[config.mk]
export PLATFORM = sky130hd
export DESIGN_NAME = rv32i_alu_pipe
export DESIGN_NICKNAME = d
export VERILOG_FILES = /design/src/logic/rv32_isa_pkg.sv /design/src/logic/core_ctrl_pkg.sv /design/src/logic/alu.sv /design/src/logic/register_file.sv /design/src/logic/decode_stage.sv /design/src/logic/execute_stage.sv /design/src/logic/rv32i_alu_pipe.sv
export SDC_FILE = /design/constraint.sdc
export NUM_CORES = 2
export LEC_CHECK = 0
export BUFFER_PORTS_ARGS = -buffer_cell sky130_fd_sc_hd__buf_2
export CAP_MARGIN = 20
export CORE_UTILIZATION = 50
export CTS_BUF_LIST = sky130_fd_sc_hd__clkbuf_16
export DETAILED_ROUTE_END_ITERATION = 10
export GPL_ROUTABILITY_DRIVEN = 1
export PLACE_DENSITY_LB_ADDON = 0.15
export SLEW_MARGIN = 20
export SYNTH_ARGS = -nofsm -noshare
export SYNTH_HDL_FRONTEND = slang
export SYNTH_SLANG_ARGS = --single-unit
[constraint.sdc]
create_clock -name clk -period 7.7 [get_ports clk]
set_input_delay 1.925 -clock clk [delete_from_list [all_inputs] [get_ports clk]]
set_output_delay 1.925 -clock clk [all_outputs]
set_load 0.01 [all_outputs]
[src/logic/rv32_isa_pkg.sv]
package rv32_isa_pkg;

    // Data path and register index widths
    localparam int XLEN       = 32;
    localparam int REG_ADDR_W = 5;

    typedef logic [XLEN-1:0]       xlen_t;
    typedef logic [REG_ADDR_W-1:0] reg_addr_t;
    typedef logic [31:0]           instr_t;

    // Major opcodes kept in this core
    localparam logic [6:0] OPCODE_OP     = 7'b0110011;
    localparam logic [6:0] OPCODE_OP_IMM = 7'b0010011;
    localparam logic [6:0] OPCODE_LUI    = 7'b0110111;

    // funct3 values for the integer ALU group
    localparam logic [2:0] F3_ADD_SUB = 3'b000;
    localparam logic [2:0] F3_SLL     = 3'b001;
    localparam logic [2:0] F3_SLT     = 3'b010;
    localparam logic [2:0] F3_SLTU    = 3'b011;
    localparam logic [2:0] F3_XOR     = 3'b100;
    localparam logic [2:0] F3_SRL_SRA = 3'b101;
    localparam logic [2:0] F3_OR      = 3'b110;
    localparam logic [2:0] F3_AND     = 3'b111;

    // Selects SUB over ADD and SRA over SRL
    localparam int F7_ALT_BIT = 30;

endpackage

[src/logic/core_ctrl_pkg.sv]
package core_ctrl_pkg;

    typedef enum logic [3:0] {
        ALU_ADD    = 4'd0,
        ALU_SUB    = 4'd1,
        ALU_SLL    = 4'd2,
        ALU_SLT    = 4'd3,
        ALU_SLTU   = 4'd4,
        ALU_XOR    = 4'd5,
        ALU_SRL    = 4'd6,
        ALU_SRA    = 4'd7,
        ALU_OR     = 4'd8,
        ALU_AND    = 4'd9,
        ALU_PASS_B = 4'd10
    } alu_op_t;

    // Operand B source
    typedef enum logic {
        SRC_B_RS2 = 1'b0,
        SRC_B_IMM = 1'b1
    } src_b_sel_t;

    // LUI takes its writeback value from the immediate
    typedef enum logic {
        WB_SEL_ALU = 1'b0,
        WB_SEL_IMM = 1'b1
    } wb_sel_t;

    // Operand forwarding select
    localparam logic FWD_NONE = 1'b0;
    localparam logic FWD_WB   = 1'b1;

endpackage

[src/logic/alu.sv]
`timescale 1ns/1ps

module alu (
    input  rv32_isa_pkg::xlen_t    a,
    input  rv32_isa_pkg::xlen_t    b,
    input  core_ctrl_pkg::alu_op_t op,
    output rv32_isa_pkg::xlen_t    result
);
    import rv32_isa_pkg::*;
    import core_ctrl_pkg::*;

    localparam int SHAMT_W = $clog2(XLEN);

    logic [SHAMT_W-1:0] shamt;

    assign shamt = b[SHAMT_W-1:0];

    always_comb begin
        case (op)
            ALU_ADD:    result = a + b;
            ALU_SUB:    result = a - b;
            ALU_SLL:    result = a << shamt;
            ALU_SLT:    result = xlen_t'($signed(a) < $signed(b));
            ALU_SLTU:   result = xlen_t'(a < b);
            ALU_XOR:    result = a ^ b;
            ALU_SRL:    result = a >> shamt;
            ALU_SRA:    result = xlen_t'($signed(a) >>> shamt);
            ALU_OR:     result = a | b;
            ALU_AND:    result = a & b;
            ALU_PASS_B: result = b;
            default:    result = '0;
        endcase
    end

endmodule

[src/logic/register_file.sv]
`timescale 1ns/1ps

module register_file (
    input  logic                    clk,
    input  logic                    rst,
    input  rv32_isa_pkg::reg_addr_t rs1_addr,
    input  rv32_isa_pkg::reg_addr_t rs2_addr,
    output rv32_isa_pkg::xlen_t     rs1_data,
    output rv32_isa_pkg::xlen_t     rs2_data,
    input  logic                    wb_we,
    input  rv32_isa_pkg::reg_addr_t wb_rd,
    input  rv32_isa_pkg::xlen_t     wb_data
);
    import rv32_isa_pkg::*;

    xlen_t regs [2**REG_ADDR_W];

    always_ff @(posedge clk) begin
        if (rst) begin
            for (int i = 0; i < 2**REG_ADDR_W; i++) begin
                regs[i] <= '0;
            end
        end else if (wb_we && wb_rd != '0) begin
            regs[wb_rd] <= wb_data;
        end
    end

    // Write-through so decode sees the result retiring this cycle
    always_comb begin
        if (rs1_addr == '0) begin
            rs1_data = '0;
        end else if (wb_we && wb_rd == rs1_addr) begin
            rs1_data = wb_data;
        end else begin
            rs1_data = regs[rs1_addr];
        end
        if (rs2_addr == '0) begin
            rs2_data = '0;
        end else if (wb_we && wb_rd == rs2_addr) begin
            rs2_data = wb_data;
        end else begin
            rs2_data = regs[rs2_addr];
        end
    end

    // The writer leaves each reset cycle with its write enable low
    assert property (@(posedge clk) rst |=> !wb_we)
        else $error("write presented to the register file during reset");

endmodule

[src/logic/decode_stage.sv]
`timescale 1ns/1ps

module decode_stage (
    input  logic                      clk,
    input  logic                      rst,
    input  logic                      instr_valid,
    input  rv32_isa_pkg::instr_t      instr,
    output logic                      id_valid,
    output rv32_isa_pkg::reg_addr_t   rs1_addr,
    output rv32_isa_pkg::reg_addr_t   rs2_addr,
    output rv32_isa_pkg::reg_addr_t   id_rs1_addr,
    output rv32_isa_pkg::reg_addr_t   id_rs2_addr,
    output rv32_isa_pkg::reg_addr_t   id_rd,
    output rv32_isa_pkg::xlen_t       id_imm,
    output core_ctrl_pkg::alu_op_t    id_alu_op,
    output core_ctrl_pkg::src_b_sel_t id_src_b_sel,
    output core_ctrl_pkg::wb_sel_t    id_wb_sel,
    output logic                      id_reg_write,
    output logic                      id_illegal
);
    import rv32_isa_pkg::*;
    import core_ctrl_pkg::*;

    instr_t      instr_q;
    logic        valid_q;
    logic [6:0]  opcode;
    logic [2:0]  funct3;
    logic        alt_bit;
    reg_addr_t   rs1_field;
    reg_addr_t   rs2_field;
    xlen_t       i_imm;
    xlen_t       u_imm;
    logic        legal;
    logic        reg_write;

    function automatic alu_op_t map_alu_op(
        input logic [2:0] f3,
        input logic       alt,
        input logic       is_reg
    );
        alu_op_t op;
        case (f3)
            F3_ADD_SUB: op = (alt && is_reg) ? ALU_SUB : ALU_ADD;
            F3_SLL:     op = ALU_SLL;
            F3_SLT:     op = ALU_SLT;
            F3_SLTU:    op = ALU_SLTU;
            F3_XOR:     op = ALU_XOR;
            F3_SRL_SRA: op = alt ? ALU_SRA : ALU_SRL;
            F3_OR:      op = ALU_OR;
            default:    op = ALU_AND;
        endcase
        return op;
    endfunction

    // Instruction input register
    always_ff @(posedge clk) begin
        if (rst) begin
            valid_q <= 1'b0;
        end else begin
            valid_q <= instr_valid;
        end
        if (instr_valid) begin
            instr_q <= instr;
        end
    end

    assign opcode    = instr_q[6:0];
    assign funct3    = instr_q[14:12];
    // Same bit is imm[10] for the immediate shifts
    assign alt_bit   = instr_q[F7_ALT_BIT];
    assign rs1_field = instr_q[19:15];
    assign rs2_field = instr_q[24:20];

    assign i_imm = {{(XLEN-12){instr_q[31]}}, instr_q[31:20]};
    assign u_imm = {instr_q[31:12], 12'b0};

    always_comb begin
        legal        = 1'b0;
        reg_write    = 1'b0;
        id_alu_op    = ALU_ADD;
        id_src_b_sel = SRC_B_RS2;
        id_wb_sel    = WB_SEL_ALU;
        case (opcode)
            OPCODE_OP: begin
                legal     = 1'b1;
                reg_write = 1'b1;
                id_alu_op = map_alu_op(funct3, alt_bit, 1'b1);
            end
            OPCODE_OP_IMM: begin
                legal        = 1'b1;
                reg_write    = 1'b1;
                id_alu_op    = map_alu_op(funct3, alt_bit, 1'b0);
                id_src_b_sel = SRC_B_IMM;
            end
            OPCODE_LUI: begin
                legal        = 1'b1;
                reg_write    = 1'b1;
                id_alu_op    = ALU_PASS_B;
                id_src_b_sel = SRC_B_IMM;
                id_wb_sel    = WB_SEL_IMM;
            end
            default: begin
                legal = 1'b0;
            end
        endcase
    end

    assign id_valid = valid_q;
    assign rs1_addr = rs1_field;
    assign rs2_addr = rs2_field;
    assign id_rd    = instr_q[11:7];
    assign id_imm   = (opcode == OPCODE_LUI) ? u_imm : i_imm;

    // Keep immediate bits in unused source fields out of forwarding
    assign id_rs1_addr = (opcode == OPCODE_LUI) ? '0 : rs1_field;
    assign id_rs2_addr = (opcode == OPCODE_OP) ? rs2_field : '0;

    assign id_reg_write = valid_q && reg_write;
    assign id_illegal   = valid_q && !legal;

    assert property (@(posedge clk) disable iff (rst) !(id_illegal && id_reg_write))
        else $error("decode flags an instruction as illegal and writing");

endmodule

[src/logic/execute_stage.sv]
`timescale 1ns/1ps

module execute_stage (
    input  logic                      clk,
    input  logic                      rst,
    input  logic                      id_valid,
    input  rv32_isa_pkg::reg_addr_t   id_rs1_addr,
    input  rv32_isa_pkg::reg_addr_t   id_rs2_addr,
    input  rv32_isa_pkg::reg_addr_t   id_rd,
    input  rv32_isa_pkg::xlen_t       id_imm,
    input  core_ctrl_pkg::alu_op_t    id_alu_op,
    input  core_ctrl_pkg::src_b_sel_t id_src_b_sel,
    input  core_ctrl_pkg::wb_sel_t    id_wb_sel,
    input  logic                      id_reg_write,
    input  logic                      id_illegal,
    input  rv32_isa_pkg::xlen_t       rs1_data,
    input  rv32_isa_pkg::xlen_t       rs2_data,
    output logic                      wb_we,
    output rv32_isa_pkg::reg_addr_t   wb_rd,
    output rv32_isa_pkg::xlen_t       wb_data,
    output logic                      retire_valid,
    output rv32_isa_pkg::reg_addr_t   retire_rd,
    output rv32_isa_pkg::xlen_t       retire_data,
    output logic                      retire_illegal
);
    import rv32_isa_pkg::*;
    import core_ctrl_pkg::*;

    // Decode to execute register
    logic       ex_valid;
    logic       ex_reg_write;
    logic       ex_illegal;
    reg_addr_t  ex_rs1_addr;
    reg_addr_t  ex_rs2_addr;
    reg_addr_t  ex_rd;
    xlen_t      ex_imm;
    alu_op_t    ex_alu_op;
    src_b_sel_t ex_src_b_sel;
    wb_sel_t    ex_wb_sel;
    xlen_t      ex_rs1_data;
    xlen_t      ex_rs2_data;

    // Execute to writeback register
    logic       wb_valid_q;
    logic       wb_we_q;
    logic       wb_illegal_q;
    reg_addr_t  wb_rd_q;
    xlen_t      wb_data_q;

    logic       fwd_a_sel;
    logic       fwd_b_sel;
    xlen_t      op_a;
    xlen_t      rs2_val;
    xlen_t      op_b;
    xlen_t      alu_result;
    xlen_t      ex_result;

    always_ff @(posedge clk) begin
        if (rst) begin
            ex_valid     <= 1'b0;
            ex_reg_write <= 1'b0;
            ex_illegal   <= 1'b0;
        end else begin
            ex_valid     <= id_valid;
            ex_reg_write <= id_reg_write;
            ex_illegal   <= id_illegal;
        end
        ex_rs1_addr  <= id_rs1_addr;
        ex_rs2_addr  <= id_rs2_addr;
        ex_rd        <= id_rd;
        ex_imm       <= id_imm;
        ex_alu_op    <= id_alu_op;
        ex_src_b_sel <= id_src_b_sel;
        ex_wb_sel    <= id_wb_sel;
        ex_rs1_data  <= rs1_data;
        ex_rs2_data  <= rs2_data;
    end

    // Older results already reached decode through the register file
    assign fwd_a_sel = (wb_we_q && ex_rs1_addr != '0 && ex_rs1_addr == wb_rd_q) ?
                       FWD_WB : FWD_NONE;
    assign fwd_b_sel = (wb_we_q && ex_rs2_addr != '0 && ex_rs2_addr == wb_rd_q) ?
                       FWD_WB : FWD_NONE;

    assign op_a    = (fwd_a_sel == FWD_WB) ? wb_data_q : ex_rs1_data;
    assign rs2_val = (fwd_b_sel == FWD_WB) ? wb_data_q : ex_rs2_data;
    assign op_b    = (ex_src_b_sel == SRC_B_IMM) ? ex_imm : rs2_val;

    alu alu_inst (
        .a      (op_a),
        .b      (op_b),
        .op     (ex_alu_op),
        .result (alu_result)
    );

    assign ex_result = (ex_wb_sel == WB_SEL_IMM) ? ex_imm : alu_result;

    always_ff @(posedge clk) begin
        if (rst) begin
            wb_valid_q   <= 1'b0;
            wb_we_q      <= 1'b0;
            wb_illegal_q <= 1'b0;
            wb_rd_q      <= '0;
            wb_data_q    <= '0;
        end else begin
            wb_valid_q   <= ex_valid;
            wb_we_q      <= ex_reg_write;
            wb_illegal_q <= ex_illegal;
            wb_rd_q      <= ex_rd;
            wb_data_q    <= ex_result;
        end
    end

    assign wb_we   = wb_we_q;
    assign wb_rd   = wb_rd_q;
    assign wb_data = wb_data_q;

    assign retire_valid   = wb_valid_q;
    assign retire_rd      = wb_rd_q;
    assign retire_data    = wb_data_q;
    assign retire_illegal = wb_illegal_q;

    // An illegal word from decode retires two cycles later without a write
    assert property (@(posedge clk) disable iff (rst)
        id_illegal |=> ##1 (retire_valid && retire_illegal && !wb_we))
        else $error("illegal instruction did not retire cleanly");

endmodule

[src/logic/rv32i_alu_pipe.sv]
`timescale 1ns/1ps

module rv32i_alu_pipe (
    input  logic                    clk,
    input  logic                    rst,
    input  logic                    instr_valid,
    input  rv32_isa_pkg::instr_t    instr,
    output logic                    retire_valid,
    output rv32_isa_pkg::reg_addr_t retire_rd,
    output rv32_isa_pkg::xlen_t     retire_data,
    output logic                    retire_illegal
);
    import rv32_isa_pkg::*;
    import core_ctrl_pkg::*;

    // Decode outputs
    logic       id_valid;
    reg_addr_t  rs1_addr;
    reg_addr_t  rs2_addr;
    reg_addr_t  id_rs1_addr;
    reg_addr_t  id_rs2_addr;
    reg_addr_t  id_rd;
    xlen_t      id_imm;
    alu_op_t    id_alu_op;
    src_b_sel_t id_src_b_sel;
    wb_sel_t    id_wb_sel;
    logic       id_reg_write;
    logic       id_illegal;

    // Register file read and write ports
    xlen_t      rs1_data;
    xlen_t      rs2_data;
    logic       wb_we;
    reg_addr_t  wb_rd;
    xlen_t      wb_data;

    decode_stage decode_stage_inst (
        .clk          (clk),
        .rst          (rst),
        .instr_valid  (instr_valid),
        .instr        (instr),
        .id_valid     (id_valid),
        .rs1_addr     (rs1_addr),
        .rs2_addr     (rs2_addr),
        .id_rs1_addr  (id_rs1_addr),
        .id_rs2_addr  (id_rs2_addr),
        .id_rd        (id_rd),
        .id_imm       (id_imm),
        .id_alu_op    (id_alu_op),
        .id_src_b_sel (id_src_b_sel),
        .id_wb_sel    (id_wb_sel),
        .id_reg_write (id_reg_write),
        .id_illegal   (id_illegal)
    );

    register_file register_file_inst (
        .clk      (clk),
        .rst      (rst),
        .rs1_addr (rs1_addr),
        .rs2_addr (rs2_addr),
        .rs1_data (rs1_data),
        .rs2_data (rs2_data),
        .wb_we    (wb_we),
        .wb_rd    (wb_rd),
        .wb_data  (wb_data)
    );

    execute_stage execute_stage_inst (
        .clk            (clk),
        .rst            (rst),
        .id_valid       (id_valid),
        .id_rs1_addr    (id_rs1_addr),
        .id_rs2_addr    (id_rs2_addr),
        .id_rd          (id_rd),
        .id_imm         (id_imm),
        .id_alu_op      (id_alu_op),
        .id_src_b_sel   (id_src_b_sel),
        .id_wb_sel      (id_wb_sel),
        .id_reg_write   (id_reg_write),
        .id_illegal     (id_illegal),
        .rs1_data       (rs1_data),
        .rs2_data       (rs2_data),
        .wb_we          (wb_we),
        .wb_rd          (wb_rd),
        .wb_data        (wb_data),
        .retire_valid   (retire_valid),
        .retire_rd      (retire_rd),
        .retire_data    (retire_data),
        .retire_illegal (retire_illegal)
    );

endmodule

Yosys cells after proc, flatten, opt, wreduce, memory -nomap -nowiden
Memories as Yosys holds them, arrays and structs flattened. A register that Yosys moved wholly into a read port is not among the register bits.
Cells that the tools add are included.
{"block": "classes", "bitwise_logic": 3, "mux": 28, "shifts": 3, "n_eq_ne": 23, "reduce_logical": 20, "addsub": 2, "order_cmp": 2}
{"cell": "32-bit case mux with 11 select lines", "count": 1}
{"cell": "32-bit two-way mux", "count": 7}
{"cell": "32-bit < comparator", "count": 2}
{"cell": "4-bit case mux with 7 select lines", "count": 2}
{"cell": "32-bit adder", "count": 1}
{"cell": "32-bit AND", "count": 1}
{"cell": "32-bit bitwise OR", "count": 1}
{"cell": "32-bit OR reduction", "count": 1}
{"cell": "32-bit by 5-bit left shift with 32-bit output", "count": 1}
{"cell": "32-bit by 5-bit >> shifter with 32-bit output", "count": 1}
{"cell": "32-bit by 5-bit >>> shifter with 32-bit output", "count": 1}
{"cell": "32-bit subtractor", "count": 1}
{"cell": "32-bit XOR", "count": 1}
{"cell": "31-bit two-way mux", "count": 1}
{"cell": "5-bit == test", "count": 4}
{"cell": "4-bit by 3-bit == test with 1-bit output, second input constant", "count": 4}
{"cell": "5-bit two-way mux", "count": 3}
{"cell": "5-bit nonzero test", "count": 3}
{"cell": "7-bit by 6-bit == test with 1-bit output, second input constant", "count": 2}
{"cell": "1-bit two-way mux", "count": 13}
{"cell": "4-bit == test, second input constant", "count": 3}
{"cell": "4-bit case mux with 3 select lines", "count": 1}
{"cell": "5-bit zero test", "count": 2}
{"cell": "3-bit == test, second input constant", "count": 3}
{"cell": "11 further kinds", "count": 21}
{"block": "totals", "elab_cells": 102, "regBits": 193, "mem_bits_rw": 1024, "out_inout_bits": 39, "n_memories": 1, "in_bits": 35}
{"memory": "register_file_inst.regs", "words": 32, "word_bits": 32, "rd": 2, "rd_clocked_by_memory_dff": 2, "write_ports": 32, "line_no": "register_file.sv:16", "rtl": "xlen_t regs [2**REG_ADDR_W];"}

Longest topological paths before layout
{"block": "logic_depth", "ltp_word": 9, "depth_mapped": 21, "ltp_nobuf": 18}

Hierarchy
Synthesis repeated with hierarchy kept, for this count alone.
{"block": "unflattened", "hier_cells": 5601, "area_unflattened_um2": 70824.2}
{"module": "register_file", "cells_each": 3740, "n_inst": 1, "seq_area_each_um2": 30749.5, "area_each_um2": 54722.5}
{"module": "alu", "cells_each": 1277, "n_inst": 1, "seq_area_each_um2": 0.0, "area_each_um2": 8874.8}
{"module": "execute_stage", "cells_each": 462, "n_inst": 1, "seq_area_each_um2": 3203.1, "area_each_um2": 5632.9}
{"module": "decode_stage", "cells_each": 122, "n_inst": 1, "seq_area_each_um2": 980.9, "area_each_um2": 1594.0}

Least setup slack after synthesis
Ideal clock, no wire load.
{"block": "synth_timing", "path_kind": "reg2reg", "start": "register execute_stage_inst.ex_rs2_addr[0]", "end": "register execute_stage_inst.wb_data_q[31] (netlist: execute_stage_inst.retire_data[31])", "arrival_time_ns": 4.915, "synth_period_minus_slack_ns": 4.989, "t_required_ns": 7.626, "path_buffers": 3, "path_slack_ns": 2.711, "stages_incl_launch_ff": 22, "setup_time_ns": 0.074, "path_cell_list": "dfxtp_1 > or4_4 > o211a_1 > buf_6 > nand2_2 > buf_2 > mux2i_1 > nor2_1 > a21oi_1 > inv_1 > ha_1 > clkbuf_1 > inv_1 > a2111oi_0 > o211ai_1 > o21ai_0 > nor4_1 > o41a_1 > a221oi_1 > xnor2_1 > nand2_1 > a31oi_1"}
{"block": "synth_between", "elab_chain_cells": 9, "word_cells_on_any_way": 17, "classes_between": "add/sub (2); eq/ne (1); shift (3); mux (5); bitwise (3); reduce/logical (3)"}
{"item": "start: declaration", "line_no": "execute_stage.sv:34", "rtl": "reg_addr_t ex_rs2_addr;"}
{"item": "start signal: assignment", "line_no": "execute_stage.sv:69", "rtl": "ex_rs2_addr <= id_rs2_addr;"}
{"item": "5-bit nonzero test", "line_no": "execute_stage.sv:82", "rtl": "assign fwd_b_sel = (wb_we_q && ex_rs2_addr != '0 && ex_rs2_addr == wb_rd_q) ?"}
{"item": "1-bit logical AND", "line_no": "execute_stage.sv:82"}
{"item": "1-bit logical AND *", "line_no": "execute_stage.sv:82"}
{"item": "1-bit two-way mux *", "line_no": "execute_stage.sv:82"}
{"item": "32-bit two-way mux *", "line_no": "execute_stage.sv:86", "rtl": "assign rs2_val = (fwd_b_sel == FWD_WB) ? wb_data_q : ex_rs2_data;"}
{"item": "32-bit two-way mux *", "line_no": "execute_stage.sv:87", "rtl": "assign op_b = (ex_src_b_sel == SRC_B_IMM) ? ex_imm : rs2_val;"}
{"item": "32-bit subtractor (tied with other cells)", "line_no": "alu.sv:21", "rtl": "ALU_SUB: result = a - b;"}
{"item": "32-bit case mux with 11 select lines *", "line_no": "alu.sv:19", "rtl": "case (op)"}
{"item": "32-bit two-way mux *", "line_no": "execute_stage.sv:96", "rtl": "assign ex_result = (ex_wb_sel == WB_SEL_IMM) ? ex_imm : alu_result;"}
{"item": "end signal: assignment", "line_no": "execute_stage.sv:110", "rtl": "wb_data_q <= ex_result;"}
{"item": "end: declaration", "line_no": "execute_stage.sv:48", "rtl": "xlen_t wb_data_q;"}
Mark *: on every way between the ends. The rest lies on a longest branch, timed or not.
A chain may end at the register's enable or synchronous reset.

Worst setup path in the final report
{"block": "layout_timing", "start": "register execute_stage_inst.wb_rd_q[0] (netlist: execute_stage_inst.retire_rd[0])", "end": "register execute_stage_inst.wb_data_q[23] (netlist: execute_stage_inst.retire_data[23])"}
{"block": "layout_between", "elab_chain_cells": 8, "word_cells_on_any_way": 19, "classes_between": "add/sub (2); eq/ne (2); shift (3); mux (7); bitwise (3); reduce/logical (2)"}
{"item": "start: declaration", "line_no": "execute_stage.sv:47", "rtl": "reg_addr_t wb_rd_q;"}
{"item": "start signal: assignment", "line_no": "execute_stage.sv:109", "rtl": "wb_rd_q <= ex_rd;"}
{"item": "5-bit == test", "line_no": "execute_stage.sv:82"}
{"item": "1-bit logical AND", "line_no": "execute_stage.sv:82"}
{"item": "1-bit two-way mux", "line_no": "execute_stage.sv:82"}
{"item": "32-bit two-way mux", "line_no": "execute_stage.sv:86"}
{"item": "32-bit two-way mux", "line_no": "execute_stage.sv:87"}
{"item": "32-bit subtractor (tied with other cells)", "line_no": "alu.sv:21"}
{"item": "32-bit case mux with 11 select lines *", "line_no": "alu.sv:19"}
{"item": "32-bit two-way mux *", "line_no": "execute_stage.sv:96"}
Marks and branches as above.

==> results.json <==
{
  "synth_top_family_by_area": "multiplexers",
  "coreArea_sq_um": 140000,
  "synth.largest_area_cell": "edfxtp_1",
  "first_global_vias": 48300,
  "status": "finished, final reports clean",
  "internal-power_mw": 13.4,
  "yosys_warnings": 0,
  "cts_tree": "yes",
  "cp_data_arrival_time_ns": 7.04,
  "synth.top_cell.area_share_pct": 44.9,
  "dr_wl_met3_mm": 29.2,
  "clk_transition_reported_paths_ns": 0.07,
  "cts_root_buf": "clkbuf_16",
  "cp_slowest_stage_delay_ns": 0.84,
  "crit_type": "flop to flop",
  "seqPwrFrac_pct": 37.6,
  "die_y_um": 378,
  "grt_max_degree": 87,
  "p_leak_nw": 28.4,
  "crit_path_end_kind": "flop",
  "track_usage_pct": 38.6,
  "first_pass_iters": 6,
  "synthCells": 5321,
  "avgSynthCellArea_sq_um": 13.3,
  "grt_pass1_wl_mm": 381,
  "io_buffers": 73,
  "tightest_slew_ns": 1.20,
  "std_cell_rows": 137,
  "power_switching_mw": 7.76,
  "postCtsHoldBufs": 0,
  "fin_crit_sh_pct": 83.5,
  "startpoint_type": "flop",
  "synth.distinct_cells": 92,
  "start_util_pct": 50.5,
  "overflow": 0,
  "h-tree-depth": 4,
  "cap_viol_max_count": 0,
  "drtIter0Drc": 6870,
  "wl_met2_mm": 124,
  "hold_class": "flop to flop",
  "sw_frac_of_total_pct": 36.6,
  "cts.sinks": 1227,
  "setup_viol": 0,
  "drtAntennaViolNets": 0,
  "drc": 0,
  "wl_met1_mm": 107,
  "syn_to_final_growth_pct": 10.0,
  "nFillCells": 11400,
  "nets": 5371,
  "yosysSeqAreaShare_pct": 49.7,
  "die_w_um": 378,
  "highest_layer": "met5",
  "tns_ns": 0,
  "place_inst": 6964,
  "rsz0062_at_grt": "no",
  "synth_compound_area_share_pct": 7.54,
  "min_period_ns": 6.43,
  "maxSlewViolCount": 0,
  "fmax_mhz": 156,
  "ir_drop_uv": 203,
  "synth_ff_type": "edfxtp_1",
  "via_count": 49700,
  "clk_latency_ns": 0.79,
  "routed_via_density": 6.89,
  "die-area_sq_um": 143000,
  "critPathMaxFanout": 28,
  "synth_edf_count": 1056,
  "hold_violations": 0,
  "cp_data_required_time_ns": 8.31,
  "post_cts_buffers": 0,
  "yosys.area_share.adder_pct": 1.90,
  "ctsResizeCount": 0,
  "layout_common_cells": "1056 x edfxtp_1, 966 x and2_1, 640 x mux4_2",
  "ios": 74,
  "dp_hpwl_mm": 182,
  "pwr_density_cell_nw_per_um2": 272,
  "totalWireLength_mm": 276,
  "synth-simple-area-share_pct": 13.5,
  "synthTopCellsByArea": "edfxtp_1 45%, mux4_2 20%, and2_1 8.6%, dfxtp_1 4.8%, mux2i_1 2.2%",
  "skew_ns": 0.0315,
  "routedWlPerCell_um": 38.2,
  "gp_congestion": 1.06,
  "syn_area_sq_um": 70700,
  "comb_power_share_pct": 31.1,
  "synthArstFlopShare_pct": 0,
  "synth.mux.area_fraction_pct": 23.4,
  "cp_cell_sequence": "xnor2_1 > and4_1 > nand2_2 > a221o_2 > inv_1 > buf_4 > ha_1 > inv_1 > a21oi_1 > o21ai_0 > a211oi_1 > nor2_1 > nor4_1 > or3_1 > xnor2_1 > a221oi_1 > a221oi_1",
  "drive_gt1_share_pct": 23.6,
  "synth_seq_cells": 1227,
  "final_common_cell": "edfxtp_1",
  "antenna_found_initial": 20,
  "clk_path_buf_depth": 3,
  "pwr-share-clk_pct": 31.2,
  "slowest_stage": "a211oi_1",
  "relSlewSlack_pct": 19.8,
  "synthXorXnorAreaFrac_pct": 0.496,
  "whs_ns": 0.354,
  "instances_no_fill": 7214,
  "cts-buffers-inserted": 140
}
## area by class of cell
class                   instances  area (sq um)  area share [%]
diodes                          2          5.00         0.00644
clock buffers                 146          3650            4.70
clock inverters               102           826            1.06
inverters                      99           372           0.478
multi-input cells            3511         33500            43.1
flip-flops and latches       1227         35200            45.2
well taps                    1876          2350            3.02
repair buffers                251          1850            2.38
## through the flow
step / area [sq um] / util [%] / setup slack [ns] / power [mW]
finish: 77800 / 55.6 / 1.27 / 21.2
floorplan: 70800 / - / 2.71 / 11.7
global route: 77800 / 55.6 / 0.979 / 21.6
detailed placement: 73300 / 52.4 / 1.50 / 14.4
CTS: 77800 / 55.6 / 1.45 / 21.0
global placement: 73300 / 52.4 / 1.57 / 14.5
## sequential cells by signal, summed over array words and instances, names as in the netlist, 4 cells and up, named ones only
signal,count
execute_stage_inst.ex_rs2_data,32
execute_stage_inst.ex_imm,32
decode_stage_inst.instr_q,32
execute_stage_inst.ex_rd,5
execute_stage_inst.ex_rs2_addr,5
register_file_inst.regs,1024
execute_stage_inst.ex_alu_op,4
execute_stage_inst.retire_rd,5
execute_stage_inst.retire_data,32
execute_stage_inst.ex_rs1_data,32
execute_stage_inst.ex_rs1_addr,5
## synthesized netlist by cell type, drive strengths merged, types with 100 or more instances
| master | number |
|---|---|
| dfxtp | 171 |
| and2 | 966 |
| o21ai | 135 |
| clkbuf | 398 |
| edfxtp | 1056 |
| mux2i | 159 |
| a211oi | 100 |
| mux4 | 640 |
| buf | 117 |
| nor2 | 272 |
| ha | 104 |
| a21oi | 152 |
| nand2 | 154 |
## metal layers
layer | up-vias | GRT usage [%]
met5 | - | 0
met4 | 8 | 18.8
met3 | 624 | 8.47
met2 | 3134 | 58.5
met1 | 25700 | 52.9
li1 | 20200 | -
## critical path: cells and delay by family (launching register included)
kind                       cells  cell delay, ns
AOI/OAI and AO/OA              6            2.59
xor gates and xnor gates       2            0.29
adders and majority gates      1            0.25
buffers and inverters          3            0.61
DFF                            1            0.74
and+or+nand+nor                5            1.74
## power groups by stage
| stage | Clock, mW | Combinational, mW | Sequential [mW] |
|---|---|---|---|
| final | 6.62 | 6.60 | 7.97 |
| after global routing | 6.89 | 6.76 | 8.00 |
| after CTS | 6.66 | 6.36 | 7.96 |
| after detailed placement | 0 | 6.34 | 8.09 |
| after global placement | 0 | 6.41 | 8.08 |
| after floorplan | 0 | 3.74 | 7.95 |
## cells by family (layout without fill, tap and decap cells)
family / count (synthesis) / count (layout)
AO/OA/AOI/OAI: 775 / 775
XOR/XNOR: 40 / 40
adder cells (fa/ha/maj): 106 / 106
buffers and inverters: 614 / 598
flip-flops: 1227 / 1227
multiplexers: 847 / 847
other: 1 / 34
AND/OR/NAND/NOR: 1711 / 1711
## final timing paths
path / start / to / slack (ns) / cells past startpoint
min: decode_stage_inst.instr_q[11]$_DFFE_PP_ / execute_stage_inst.ex_rd[4]$_DFF_P_ / 0.35 / 0
max: execute_stage_inst.retire_rd[0]$_SDFF_PP0_ / execute_stage_inst.retire_data[23]$_SDFF_PP0_ / 1.27 / 17
min reg2reg: decode_stage_inst.instr_q[11]$_DFFE_PP_ / execute_stage_inst.ex_rd[4]$_DFF_P_ / 0.35 / 0
max reg2reg: execute_stage_inst.retire_rd[0]$_SDFF_PP0_ / execute_stage_inst.retire_data[23]$_SDFF_PP0_ / 1.27 / 17
No activity file was read; power rests on OpenSTA's default activity.
